**src/vec_pkg.sv**
```systemverilog
// Vector core shared definitions
package vec_pkg;

  // Element and scalar data width
  localparam int ELEN = 32;

  localparam int NUM_VREGS = 8;
  localparam int VREG_ADDR_W = 3;
  localparam int XREG_ADDR_W = 5;

  // Sized for up to 16 lanes
  localparam int VL_W = 5;

  typedef logic [ELEN-1:0] xdata_t;
  typedef logic [XREG_ADDR_W-1:0] xaddr_t;
  typedef logic [VREG_ADDR_W-1:0] vaddr_t;
  typedef logic [VL_W-1:0] vl_t;

  typedef enum logic [3:0] {
    OP_VSETVL  = 4'd0,
    OP_VMV_VX  = 4'd1,
    OP_VADD_VV = 4'd2,
    OP_VSUB_VV = 4'd3,
    OP_VAND_VV = 4'd4,
    OP_VXOR_VV = 4'd5,
    OP_VADD_VX = 4'd6,
    OP_VMV_XS  = 4'd7,
    OP_VREDSUM = 4'd8
  } vec_op_e;

  // Instruction as presented on a slot, scalar operand comes separately
  typedef struct packed {
    vec_op_e op;
    vaddr_t  vd;
    vaddr_t  vs1;
    vaddr_t  vs2;
    xaddr_t  rd;
  } vec_inst_t;

  // Queued command with operand value and vl frozen at acceptance
  typedef struct packed {
    vec_op_e op;
    vaddr_t  vd;
    vaddr_t  vs1;
    vaddr_t  vs2;
    xaddr_t  rd;
    xdata_t  scalar;
    vl_t     vl;
  } vec_cmd_t;

  typedef struct packed {
    vl_t vl;
  } config_state_t;

  // Ops that return a scalar through the async write-back port
  function automatic logic is_scalar_op(input vec_op_e op);
    return (op == OP_VMV_XS) || (op == OP_VREDSUM);
  endfunction

endpackage

```
**src/vec_cmd_queue.sv**
```systemverilog
// Multi-write command queue
`timescale 1ns/10ps

module vec_cmd_queue #(
  parameter type ElemT = logic [31:0],
  parameter int N = 4,
  parameter int QUEUE_DEPTH = 8
) (
  input  logic                             clk,
  input  logic                             arst_n_i,
  input  logic [N-1:0]                     push_i,
  input  ElemT [N-1:0]                     data_i,
  input  logic                             pop_i,
  output ElemT                             head_o,
  output logic                             not_empty_o,
  output logic [$clog2(QUEUE_DEPTH+1)-1:0] free_count_o
);

  // Depth is a power of two so the pointers wrap on their own
  localparam int PTR_W = $clog2(QUEUE_DEPTH);
  localparam int CNT_W = $clog2(QUEUE_DEPTH + 1);

  ElemT mem [QUEUE_DEPTH];

  logic [PTR_W-1:0] wr_ptr;
  logic [PTR_W-1:0] rd_ptr;
  logic [CNT_W-1:0] push_cnt;

  // Pushes arrive packed from slot 0 upward
  always_comb begin
    push_cnt = '0;
    for (int j = 0; j < N; j++) begin
      push_cnt = push_cnt + CNT_W'(push_i[j]);
    end
  end

  always_ff @(posedge clk) begin
    for (int j = 0; j < N; j++) begin
      if (push_i[j]) begin
        mem[wr_ptr + PTR_W'(j)] <= data_i[j];
      end
    end
  end

  always_ff @(posedge clk or negedge arst_n_i) begin
    if (!arst_n_i) begin
      wr_ptr       <= '0;
      rd_ptr       <= '0;
      free_count_o <= CNT_W'(QUEUE_DEPTH);
    end else begin
      wr_ptr       <= wr_ptr + PTR_W'(push_cnt);
      rd_ptr       <= rd_ptr + PTR_W'(pop_i);
      // Same-edge push and pop both land here
      free_count_o <= free_count_o - push_cnt + CNT_W'(pop_i);
    end
  end

  assign head_o      = mem[rd_ptr];
  assign not_empty_o = (free_count_o != CNT_W'(QUEUE_DEPTH));

endmodule

```
**src/vec_frontend.sv**
```systemverilog
// Instruction front end
`timescale 1ns/10ps

module vec_frontend #(
  parameter int N = 4,
  parameter int NUM_LANES = 4,
  parameter int QUEUE_DEPTH = 8
) (
  input  logic                              clk,
  input  logic                              arst_n_i,
  input  logic [N-1:0]                      inst_valid_i,
  input  vec_pkg::vec_inst_t [N-1:0]        inst_data_i,
  input  vec_pkg::xdata_t [N-1:0]           reg_read_data_i,
  input  logic [$clog2(QUEUE_DEPTH+1)-1:0]  free_count_i,
  output logic [N-1:0]                      inst_ready_o,
  output logic [N-1:0]                      reg_write_valid_o,
  output vec_pkg::xaddr_t [N-1:0]           reg_write_addr_o,
  output vec_pkg::xdata_t [N-1:0]           reg_write_data_o,
  output logic [N-1:0]                      push_o,
  output vec_pkg::vec_cmd_t [N-1:0]         cmd_o,
  output vec_pkg::config_state_t            config_state_o
);
  import vec_pkg::*;

  int          cap;
  int          used;
  logic        prev_ok;
  logic        is_cfg;
  vl_t         cur_vl;
  logic [N-1:0] cfg_hit;
  vl_t [N-1:0] cfg_vl;

  function automatic vl_t clamp_vl(input xdata_t avl);
    if (avl > xdata_t'(NUM_LANES)) begin
      return vl_t'(NUM_LANES);
    end
    return vl_t'(avl);
  endfunction

  always_comb begin
    // Queue-bound slots limited by free space, never more than N
    cap = (int'(free_count_i) > N) ? N : int'(free_count_i);
    used = 0;
    prev_ok = 1'b1;
    cur_vl = config_state_o.vl;
    inst_ready_o = '0;
    push_o = '0;
    cmd_o = '0;
    cfg_hit = '0;
    cfg_vl = '0;
    for (int i = 0; i < N; i++) begin
      is_cfg = (inst_data_i[i].op == OP_VSETVL);
      // In-order prefix, stop at the first slot that cannot go
      inst_ready_o[i] = prev_ok && inst_valid_i[i] && (is_cfg || used < cap);
      prev_ok = inst_ready_o[i];
      if (inst_ready_o[i]) begin
        if (is_cfg) begin
          cur_vl = clamp_vl(reg_read_data_i[i]);
          cfg_hit[i] = 1'b1;
          cfg_vl[i] = cur_vl;
        end else begin
          // Later slots see vl from any vsetvl ahead of them
          push_o[used] = 1'b1;
          cmd_o[used] = '{
            op:     inst_data_i[i].op,
            vd:     inst_data_i[i].vd,
            vs1:    inst_data_i[i].vs1,
            vs2:    inst_data_i[i].vs2,
            rd:     inst_data_i[i].rd,
            scalar: reg_read_data_i[i],
            vl:     cur_vl
          };
          used++;
        end
      end
    end
  end

  // Config write-back one cycle after acceptance
  always_ff @(posedge clk or negedge arst_n_i) begin
    if (!arst_n_i) begin
      reg_write_valid_o <= '0;
      config_state_o    <= '0;
    end else begin
      reg_write_valid_o <= cfg_hit;
      config_state_o.vl <= cur_vl;
    end
  end

  always_ff @(posedge clk) begin
    for (int i = 0; i < N; i++) begin
      if (cfg_hit[i]) begin
        reg_write_addr_o[i] <= inst_data_i[i].rd;
        reg_write_data_o[i] <= xdata_t'(cfg_vl[i]);
      end
    end
  end

endmodule

```
**src/vec_dispatch.sv**
```systemverilog
// Command dispatcher
`timescale 1ns/10ps

module vec_dispatch (
  input  logic              clk,
  input  logic              arst_n_i,
  input  logic              not_empty_i,
  input  vec_pkg::vec_cmd_t head_i,
  input  logic              collect_busy_i,
  output logic              pop_o,
  output logic              issue_valid_o,
  output vec_pkg::vec_cmd_t issue_cmd_o,
  output logic              in_flight_o
);
  import vec_pkg::*;

  logic head_scalar;
  logic sc_issue;
  // Scalar command sitting in the lane output stage
  logic sc_lane_q;

  assign head_scalar = is_scalar_op(head_i.op);
  assign sc_issue    = issue_valid_o && is_scalar_op(issue_cmd_o.op);

  // Only one scalar result may be on its way to the collector
  assign pop_o = not_empty_i &&
                 !(head_scalar && (collect_busy_i || sc_issue || sc_lane_q));

  always_ff @(posedge clk or negedge arst_n_i) begin
    if (!arst_n_i) begin
      issue_valid_o <= 1'b0;
      sc_lane_q     <= 1'b0;
    end else begin
      issue_valid_o <= pop_o;
      sc_lane_q     <= sc_issue;
    end
  end

  always_ff @(posedge clk) begin
    if (pop_o) begin
      issue_cmd_o <= head_i;
    end
  end

  // Element-wise work retires at the lane edge, scalar work at the handshake
  assign in_flight_o = issue_valid_o || sc_lane_q || collect_busy_i;

endmodule

```
**src/vec_lane.sv**
```systemverilog
// Vector element lane
`timescale 1ns/10ps

module vec_lane #(
  parameter int LANE_IDX = 0
) (
  input  logic              clk,
  input  logic              arst_n_i,
  input  logic              issue_valid_i,
  input  vec_pkg::vec_cmd_t issue_cmd_i,
  output logic              elem_valid_o,
  output vec_pkg::xdata_t   elem_data_o
);
  import vec_pkg::*;

  // This lane's slice of every vector register
  xdata_t vregs [NUM_VREGS];

  logic   active;
  logic   wr_en;
  xdata_t src1;
  xdata_t src2;
  xdata_t alu_res;
  xdata_t elem_next;

  assign active = vl_t'(LANE_IDX) < issue_cmd_i.vl;
  assign src1   = vregs[issue_cmd_i.vs1];
  assign src2   = vregs[issue_cmd_i.vs2];

  always_comb begin
    wr_en   = 1'b1;
    alu_res = src2;
    case (issue_cmd_i.op)
      OP_VMV_VX:  alu_res = issue_cmd_i.scalar;
      OP_VADD_VV: alu_res = src2 + src1;
      OP_VSUB_VV: alu_res = src2 - src1;
      OP_VAND_VV: alu_res = src2 & src1;
      OP_VXOR_VV: alu_res = src2 ^ src1;
      OP_VADD_VX: alu_res = src2 + issue_cmd_i.scalar;
      default:    wr_en = 1'b0;
    endcase
    // Tail elements stay undisturbed
    wr_en = wr_en && issue_valid_i && active;
  end

  always_comb begin
    elem_next = '0;
    if (issue_cmd_i.op == OP_VMV_XS && LANE_IDX == 0) begin
      elem_next = src2;
    end else if (issue_cmd_i.op == OP_VREDSUM && active) begin
      elem_next = src2;
    end
  end

  always_ff @(posedge clk) begin
    if (wr_en) begin
      vregs[issue_cmd_i.vd] <= alu_res;
    end
    elem_data_o <= elem_next;
  end

  always_ff @(posedge clk or negedge arst_n_i) begin
    if (!arst_n_i) begin
      elem_valid_o <= 1'b0;
    end else begin
      elem_valid_o <= issue_valid_i && is_scalar_op(issue_cmd_i.op);
    end
  end

endmodule

```
**src/vec_result_collect.sv**
```systemverilog
// Scalar result collector
`timescale 1ns/10ps

module vec_result_collect #(
  parameter int NUM_LANES = 4
) (
  input  logic                            clk,
  input  logic                            arst_n_i,
  input  logic [NUM_LANES-1:0]            elem_valid_i,
  input  vec_pkg::xdata_t [NUM_LANES-1:0] elem_data_i,
  input  vec_pkg::xaddr_t                 rd_i,
  input  logic                            async_rd_ready_i,
  output logic                            busy_o,
  output logic                            async_rd_valid_o,
  output vec_pkg::xaddr_t                 async_rd_addr_o,
  output vec_pkg::xdata_t                 async_rd_data_o
);
  import vec_pkg::*;

  logic   arrive;
  xdata_t sum;
  // rd follows the command into the lane stage
  xaddr_t rd_q;

  assign arrive = |elem_valid_i;

  // Idle lanes present zero, so vmv.x.s reduces to lane 0
  always_comb begin
    sum = '0;
    for (int l = 0; l < NUM_LANES; l++) begin
      if (elem_valid_i[l]) begin
        sum = sum + elem_data_i[l];
      end
    end
  end

  always_ff @(posedge clk) begin
    rd_q <= rd_i;
    if (arrive) begin
      async_rd_addr_o <= rd_q;
      async_rd_data_o <= sum;
    end
  end

  // Held until the consumer takes it
  always_ff @(posedge clk or negedge arst_n_i) begin
    if (!arst_n_i) begin
      async_rd_valid_o <= 1'b0;
    end else if (arrive) begin
      async_rd_valid_o <= 1'b1;
    end else if (async_rd_ready_i) begin
      async_rd_valid_o <= 1'b0;
    end
  end

  assign busy_o = async_rd_valid_o;

endmodule

```
**src/vec_core.sv**
```systemverilog
// Vector coprocessor core
`timescale 1ns/10ps

module vec_core #(
  parameter int N = 4,
  parameter int NUM_LANES = 4,
  parameter int QUEUE_DEPTH = 8
) (
  input  logic                          clk,
  input  logic                          arst_n_i,
  input  logic [N-1:0]                  inst_valid_i,
  input  vec_pkg::vec_inst_t [N-1:0]    inst_data_i,
  input  vec_pkg::xdata_t [N-1:0]       reg_read_data_i,
  output logic [N-1:0]                  inst_ready_o,
  output logic [N-1:0]                  reg_write_valid_o,
  output vec_pkg::xaddr_t [N-1:0]       reg_write_addr_o,
  output vec_pkg::xdata_t [N-1:0]       reg_write_data_o,
  output logic                          async_rd_valid_o,
  output vec_pkg::xaddr_t               async_rd_addr_o,
  output vec_pkg::xdata_t               async_rd_data_o,
  input  logic                          async_rd_ready_i,
  output vec_pkg::config_state_t        config_state_o,
  output logic                          idle_o
);
  import vec_pkg::*;

  localparam int CNT_W = $clog2(QUEUE_DEPTH + 1);

  logic [N-1:0]           push;
  vec_cmd_t [N-1:0]       cmd;
  logic [CNT_W-1:0]       free_count;
  logic                   queue_not_empty;
  vec_cmd_t               queue_head;
  logic                   pop;
  logic                   issue_valid;
  vec_cmd_t               issue_cmd;
  logic                   in_flight;
  logic [NUM_LANES-1:0]   elem_valid;
  xdata_t [NUM_LANES-1:0] elem_data;
  logic                   collect_busy;

  vec_frontend #(.N(N), .NUM_LANES(NUM_LANES), .QUEUE_DEPTH(QUEUE_DEPTH)) frontend_inst (
    .clk(clk),
    .arst_n_i(arst_n_i),
    .inst_valid_i(inst_valid_i),
    .inst_data_i(inst_data_i),
    .reg_read_data_i(reg_read_data_i),
    .free_count_i(free_count),
    .inst_ready_o(inst_ready_o),
    .reg_write_valid_o(reg_write_valid_o),
    .reg_write_addr_o(reg_write_addr_o),
    .reg_write_data_o(reg_write_data_o),
    .push_o(push),
    .cmd_o(cmd),
    .config_state_o(config_state_o)
  );

  vec_cmd_queue #(.ElemT(vec_pkg::vec_cmd_t), .N(N), .QUEUE_DEPTH(QUEUE_DEPTH)) queue_inst (
    .clk(clk),
    .arst_n_i(arst_n_i),
    .push_i(push),
    .data_i(cmd),
    .pop_i(pop),
    .head_o(queue_head),
    .not_empty_o(queue_not_empty),
    .free_count_o(free_count)
  );

  vec_dispatch dispatch_inst (
    .clk(clk),
    .arst_n_i(arst_n_i),
    .not_empty_i(queue_not_empty),
    .head_i(queue_head),
    .collect_busy_i(collect_busy),
    .pop_o(pop),
    .issue_valid_o(issue_valid),
    .issue_cmd_o(issue_cmd),
    .in_flight_o(in_flight)
  );

  // One element slice per lane, all fed the same command
  for (genvar l = 0; l < NUM_LANES; l++) begin : g_lane
    vec_lane #(.LANE_IDX(l)) lane_inst (
      .clk(clk),
      .arst_n_i(arst_n_i),
      .issue_valid_i(issue_valid),
      .issue_cmd_i(issue_cmd),
      .elem_valid_o(elem_valid[l]),
      .elem_data_o(elem_data[l])
    );
  end

  vec_result_collect #(.NUM_LANES(NUM_LANES)) collect_inst (
    .clk(clk),
    .arst_n_i(arst_n_i),
    .elem_valid_i(elem_valid),
    .elem_data_i(elem_data),
    .rd_i(issue_cmd.rd),
    .async_rd_ready_i(async_rd_ready_i),
    .busy_o(collect_busy),
    .async_rd_valid_o(async_rd_valid_o),
    .async_rd_addr_o(async_rd_addr_o),
    .async_rd_data_o(async_rd_data_o)
  );

  assign idle_o = !(queue_not_empty || in_flight);

endmodule

```
**config.mk**
```make
export PLATFORM = sky130hd
export DESIGN_NAME = vec_core
export DESIGN_NICKNAME = d
export VERILOG_FILES = /design/src/vec_pkg.sv /design/src/vec_cmd_queue.sv /design/src/vec_frontend.sv /design/src/vec_dispatch.sv /design/src/vec_lane.sv /design/src/vec_result_collect.sv /design/src/vec_core.sv
export SDC_FILE = /design/constraint.sdc
export NUM_CORES = 2
export LEC_CHECK = 0
export BUFFER_PORTS_ARGS = -buffer_cell sky130_fd_sc_hd__buf_2
export CAP_MARGIN = 10
export CORE_MARGIN = 3
export CORE_UTILIZATION = 30
export CTS_BUF_LIST = sky130_fd_sc_hd__clkbuf_2 sky130_fd_sc_hd__clkbuf_4 sky130_fd_sc_hd__clkbuf_8
export CTS_CLUSTER_DIAMETER = 80
export DETAILED_ROUTE_END_ITERATION = 6
export GPL_ROUTABILITY_DRIVEN = 0
export PLACE_DENSITY = 0.47
export SKIP_CTS_REPAIR_TIMING = 1
export SLEW_MARGIN = 10
export SYNTH_ARGS = -nofsm -noshare
export SYNTH_HDL_FRONTEND = slang
export SYNTH_SLANG_ARGS = --single-unit
```
**constraint.sdc**
```tcl
create_clock -name clk -period 21.7 [get_ports clk]
set_clock_uncertainty 0.1 [all_clocks]
set_input_delay 4.34 -clock clk [delete_from_list [all_inputs] [get_ports clk]]
set_output_delay 4.34 -clock clk [all_outputs]
set_load 0.02 [all_outputs]
```
# --- Word-level counts from Yosys, hierarchy flattened ---
# Memories as Yosys holds them, arrays and structs flattened. A register that Yosys moved wholly into a read port is not among the register bits.
# Cells that the tools add are included.
op_classes:
  eq_ne: 11
  mux: 110
  bitwise: 11
  magnitude_cmp: 19
  addsub: 27
  n_reduce_logical: 45
op_table:
  columns: ["op", "n"]
  rows:
  - ["220-bit two-way mux", 6]
  - ["32-bit case mux with 6 select lines", 4]
  - ["220-bit bitwise mux", 3]
  - ["32-bit adder", 11]
  - ["55-bit demux with 2-bit select", 3]
  - ["32-bit two-way mux", 10]
  - ["55-bit two-way mux", 5]
  - ["32-bit AND", 4]
  - ["32-bit by 3-bit > comparator with 1-bit output, second input constant", 4]
  - ["32-bit subtractor", 4]
  - ["32-bit bitwise XOR", 4]
  - ["32-bit by 1-bit >= comparator with 1-bit output, second input constant", 3]
  - ["32-bit less-than comparator", 3]
  - ["32-bit by 4-bit less-than comparator with 1-bit output, second input constant", 3]
  - ["5-bit two-way mux", 16]
  - ["32-bit by 2-bit adder with 32-bit output, second input constant", 2]
  - ["1-bit two-way mux", 45]
  - ["1-bit by 32-bit less-than comparator with 1-bit output, first input constant", 1]
  - ["4-bit two-way mux", 7]
  - ["3-bit two-way mux", 8]
  - ["1-bit logical AND", 22]
  - ["4-bit by 3-bit equality test with 1-bit output, second input constant", 5]
  - ["4-bit logical NOT", 4]
  - ["4-bit by 1-bit adder with 4-bit output", 3]
  - ["21 further kinds", 43]
word_totals:
  memories: 5
  regBits: 287
  in_bits: 207
  mem_bits_rw: 1464
  out_inout_bits: 200
memory_table:
  columns: ["memory", "depth", "width", "read_ports", "rd_clocked_by_memory_dff", "wr", "line_no", "rtl"]
  rows:
  - ["queue_inst.mem", 8, 55, 1, 0, 4, "vec_cmd_queue.sv:23", "ElemT mem [QUEUE_DEPTH];"]
  - ["g_lane[0].lane_inst.vregs", 8, 32, 2, 2, 1, "vec_lane.sv:17", "xdata_t vregs [NUM_VREGS];"]
  - ["g_lane[1].lane_inst.vregs", 8, 32, 2, 2, 1, "vec_lane.sv:17", null]
  - ["g_lane[2].lane_inst.vregs", 8, 32, 2, 2, 1, "vec_lane.sv:17", null]
  - ["g_lane[3].lane_inst.vregs", 8, 32, 2, 2, 1, "vec_lane.sv:17", null]

# --- Depth between registers and ports, before layout ---
logic_depth:
  depth_word: 26
  ltp_mapped: 37
  ltp_nobuf: 35

# --- Modules after synthesis ---
# Synthesis repeated with hierarchy kept, for this count alone.
unflattened:
  hier_cells: 9532
  hier_area_um2: 112569.2
modules_own_cells:
  columns: ["mod", "seq_area_each_um2", "area_each_um2", "instances", "cells_each"]
  rows:
  - ["vec_cmd_queue", 13464.2, 28722.5, 1, 2725]
  - ["vec_lane at g_lane[0].lane_inst", 8353.0, 16734.8, 1, 1184]
  - ["vec_lane at g_lane[3].lane_inst", 8353.0, 16703.5, 1, 1183]
  - ["vec_lane at g_lane[1].lane_inst", 8353.0, 16580.9, 1, 1213]
  - ["vec_lane at g_lane[2].lane_inst", 8353.0, 16553.4, 1, 1194]
  - ["vec_frontend", 1426.4, 7907.6, 1, 1002]
  - ["vec_result_collect", 1236.2, 7588.5, 1, 963]
  - ["vec_dispatch", 1701.6, 1774.2, 1, 67]
  - ["vec_core", 0.0, 3.8, 1, 1]

# --- Least setup slack after synthesis ---
# No wires, ideal clock.
synth_timing:
  path_type: "input to output"
  startpoint: "in inst_data_i[15] (netlist name)"
  endpoint: "out inst_ready_o[3]"
  n_path_buf: 4
  slack_ns: 9.693
  arrival_time_ns: 7.567
  stages: 17
  cell_sequence: "or4_1 > nand3_2 > inv_2 > clkbuf_1 > ha_1 > clkbuf_1 > nor2b_1 > o21ai_0 > or3_1 > clkbuf_1 > a21oi_1 > ha_1 > o21ai_0 > a21oi_1 > o41ai_1 > nor2b_1 > buf_4"
synth_via:
  elab_chain_cells: 15
  word_cells_on_any_way: 23
synth_lines:
  columns: ["item", "line_no", "rtl"]
  rows:
  - ["start: declaration", "vec_core.sv:12", "input vec_pkg::vec_inst_t [N-1:0] inst_data_i,"]
  - ["4-bit logical NOT *", "vec_frontend.sv:52", "is_cfg = (inst_data_i[i].op == OP_VSETVL);"]
  - ["parallel branches: the longest is 13 deep, another holds 32-bit by 2-bit adder with 32-bit output", null, null]
  - ["1-bit logical AND *", "vec_frontend.sv:54", "inst_ready_o[i] = prev_ok && inst_valid_i[i] && (is_cfg || used < cap);"]
  - ["end: declaration", "vec_core.sv:14", "output logic [N-1:0] inst_ready_o,"]
# Every way passes the cells marked *.

# --- Worst setup path after layout ---
# Ends and elaborated chain as after synthesis.

==> impl_metrics.env <==
export IMPL_hp_class="reg2reg"
export IMPL_cp_cell_sequence="buf_2 > or4_1 > nand3_2 > inv_2 > ha_1 > nor2b_1 > o21ai_0 > or3_2 > a21oi_1 > ha_1 > o21ai_0 > a21oi_1 > o41ai_1 > nor2b_1 > buf_2"
export IMPL_fmax_mhz=81.0
export IMPL_endpoint_kind="output port"
export IMPL_wire_per_inst_microns=30.9
export IMPL_cp_num_buf_inv=3
export IMPL_die_w_microns=605
export IMPL_clk_pin_slew_worst_paths_ns=0.05
export IMPL_wl_microns=438000
export IMPL_vdd_ir_drop_max_v=0.0000989
export IMPL_cp_arrival_ns=7.90
export IMPL_layout_nets=9714
export IMPL_finalCriticalPeriod_ns=12.34
export IMPL_grt_max_degree=129
export IMPL_synth_top_cell_area_share=0.445
export IMPL_leakagePower_uw=0.0422
export IMPL_syn2layout_area_growth_pct=12.6
export IMPL_power_density_nw_per_um2=186
export IMPL_rsz0062_at_grt="false"
export IMPL_p_total_uw=22600
export IMPL_worstPathMaxFanout=9
export IMPL_final_cell_area_sq_um=121000
export IMPL_reg2reg_to="g_lane[1].lane_inst.vregs[0][31]"
export IMPL_viasPerCell=5.95
export IMPL_crit_cells=15
export IMPL_htreeDepth=5
export IMPL_coreArea_sq_um=356000
export IMPL_num_io_pins=407
export IMPL_hold_path_startpoint="dispatch_inst.issue_cmd_o[38]"
export IMPL_final_max_slew_viol_count=0
export IMPL_fp_dieH_microns=605
export IMPL_worst_pin_slew_ns=1.33
export IMPL_ys_seq_area_frac=0.476
export IMPL_fillers=35100
export IMPL_finalCritPeriodShare=0.569
export IMPL_rrSetupSlack_ns=12.23
export IMPL_antenna_found_initial=40
export IMPL_hold_ws_ns=0.237
export IMPL_drv_cap=0
export IMPL_hold_depth=0
export IMPL_final_hold_violation_count=0
export IMPL_start_util=0.302
export IMPL_dr_pass1_iters=7
export IMPL_final_util=0.340
export IMPL_synth_async_reset_ratio=0.0125
export IMPL_dr_total_vias=84400
export IMPL_portBuffers=298
export IMPL_route_detailed_drc=3
export IMPL_synth_edf_count=1596
export IMPL_drt_iter0_drc=10200
export IMPL_grt_pass1_wl_microns=617000
export IMPL_status="complete, but fails checks"
export IMPL_detailed_place_hpwl_microns=277000
export IMPL_syn_inst=8910
export IMPL_grt_ovfl_total=0
export IMPL_synth_seq_cells=1757
export IMPL_reg2reg_depth=25
export IMPL_min_to="collect_inst.rd_q[1]"
export IMPL_grt_pass1_vias=84300
export IMPL_setup_violations_final=0
export IMPL_drive_gt1_frac=0.210
export IMPL_cts_tree="yes"
export IMPL_fin_setup_tns_ns=0
export IMPL_synth_ff_type="edfxtp_1"
export IMPL_slowest_stage="or4_1"
export IMPL_clock_latency_ns=1.09
export IMPL_clockRootBuffer="clkbuf_8"
export IMPL_rows=219
export IMPL_syn_area_sq_um=108000
export IMPL_startpoint_type="input pin"
export IMPL_multiInputGateArea_sq_um=53000
export IMPL_violations="design-rule violations"
export IMPL_grtUsageTotal=0.231
export IMPL_cpPeakStageDelay_ns=0.57
export IMPL_cts_buffer_depth=4
export IMPL_syn_mean_instance_area_sq_um=12.1
export IMPL_cp_required_ns=17.26
export IMPL_crit_type="in2out"
export IMPL_crit_family="simple AND/OR/NAND/NOR gates"
export IMPL_slew_headroom=0.112
export IMPL_die_area_sq_um=366000
export IMPL_ant_nets=0
export IMPL_seq_area_sq_um=51300
export IMPL_cts_sinks=1757
export IMPL_dpl_cell_area_sq_um=115000
export IMPL_yosys_warnings=0
export IMPL_cts_inserted_buffers=325
export IMPL_yosysUniqueCellTypes=100
export IMPL_synth_largest_area_cell="edfxtp_1"
export IMPL_synthTopCellsByArea="edfxtp_1 (45%), mux4_2 (13%), ha_1 (4.2%), o221ai_1 (3.5%), mux2i_1 (3.4%)"
[worst max path at each step]
| stage | start | end | slack [ns] |
|---|---|---|---|
| after floorplan | inst_data_i[15] | inst_ready_o[3] | 9.69 |
| after global routing | inst_data_i[15] | inst_ready_o[3] | 9.06 |
| final | inst_data_i[15] | inst_ready_o[3] | 9.36 |
| after detailed placement | inst_data_i[15] | inst_ready_o[3] | 9.44 |
| after CTS | inst_data_i[15] | inst_ready_o[3] | 9.43 |
| after global placement | inst_data_i[15] | inst_ready_o[3] | 9.28 |
[kinds of logic (layout without fill, tap and decap cells)]
| family | count (synthesis) | count (layout) | synth area share |
|---|---|---|---|
| AOI/OAI and AO/OA | 2242 | 2242 | 0.148 |
| xor gates and xnor gates | 303 | 303 | 0.0246 |
| adders and majority gates | 376 | 376 | 0.0444 |
| buffers and inverters | 1024 | 1400 | 0.0420 |
| DFF | 1757 | 1757 | 0.476 |
| muxes | 1097 | 1097 | 0.176 |
| other | 1 | 136 | 0.0000348 |
| and+or+nand+nor | 2110 | 2110 | 0.0887 |
[worst register-to-register path, cell delays in order (launching register included)]
cell and delay [ns]:
dfxtp_4 0.84, buf_4 0.68, buf_4 0.65, buf_12 0.58
mux4_2 0.72, mux2i_1 0.45, ha_1 0.29, nand3_1 0.13
or2_2 0.42, nor3_2 0.31, nand2_1 0.16, nor2_1 0.27
nand4_1 0.38, nor4_1 0.41, xnor2_1 0.17, o221ai_1 0.15
ha_1 0.41, a21o_1 0.20, a21oi_1 0.14, nor2b_1 0.05
o21ai_0 0.13, a21boi_0 0.10, a311oi_1 0.66, xnor2_1 0.19
a21oi_1 0.09, a21oi_1 0.53
[cells in the mapped netlist, types with 44 or more instances]
master	n
o221ai_1	429
a21oi_1	253
nand3_1	128
a22oi_1	262
a22o_1	72
nand2b_1	49
a211o_1	131
xnor2_1	214
o21ai_1	65
nand2_1	794
nand4_1	44
a21o_1	91
dfxtp_1	139
xor2_1	89
a211oi_1	44
and2_1	68
nor4_1	52
buf_1	86
mux2_2	111
mux4_2	612
inv_1	294
o21ai_0	456
buf_4	131
clkbuf_1	444
nor2_1	642
mux2i_1	364
nor2b_1	73
ha_1	365
a31oi_1	55
edfxtp_1	1596
buf_2	50
o211ai_1	53
nor3_1	90
[flip-flops by register name, summed over array words and instances, names as in the netlist, 3 cells and up, named ones only]
name                             flops
g_lane.lane_inst.elem_data_o       128
collect_inst.async_rd_addr_o         5
queue_inst.mem                     440
frontend_inst.config_state_o         5
collect_inst.rd_q                    5
dispatch_inst.issue_cmd_o           55
collect_inst.async_rd_data_o        32
frontend_inst.reg_write_addr_o      20
queue_inst.wr_ptr                    3
frontend_inst.reg_write_data_o      20
frontend_inst.reg_write_valid_o      4
queue_inst.free_count_o              4
queue_inst.rd_ptr                    3
g_lane.lane_inst.vregs            1024
[routing by layer]
metal | vias to the layer above | part of all wire | track usage
met5 | - | 0.00017 | 0
met4 | 12 | 0.057 | 0.121
met3 | 1150 | 0.095 | 0.0553
met2 | 4805 | 0.45 | 0.362
met1 | 42800 | 0.40 | 0.296
li1 | 35600 | - | -
[cell type report]
class                      count  share of cell area
multi-input combinational   6244               0.438
sequential                  1757               0.423
tap                         4751              0.0490
clock buffer                 447              0.0455
timing repair buffer         506              0.0256
clock inverter               149             0.00966
inverter                     298             0.00927
antenna                       20            0.000413
[layout by cell type (no fill, tap or decap), types with 116 or more instances in the layout]
cell	instances
edfxtp_1	1596
a22oi_1	262
a211o_1	129
xnor2_1	214
a21oi_1	245
nor2_1	597
mux4_2	612
buf_4	204
nand3_1	121
o21ai_0	456
buf_2	298
ha_1	365
clkbuf_8	345
conb_1	116
o221ai_1	429
dfxtp_1	133
nand2_1	782
mux2i_1	364
inv_1	293
[report_power, final]
group          switching, uW  total (uW)  internal [uW]
Clock                   1530        3360           1830
Combinational           8170       13000           4820
Sequential               530        6260           5730
[stage by stage]
stage | worst slack, ns | cells
final | 9.36 | 14200
after global routing | 9.06 | 14200
after CTS | 9.43 | 14200
after detailed placement | 9.44 | 13600
after global placement | 9.28 | 13600
after floorplan | 9.69 | 9025
Power figures use the tool's default switching activity.
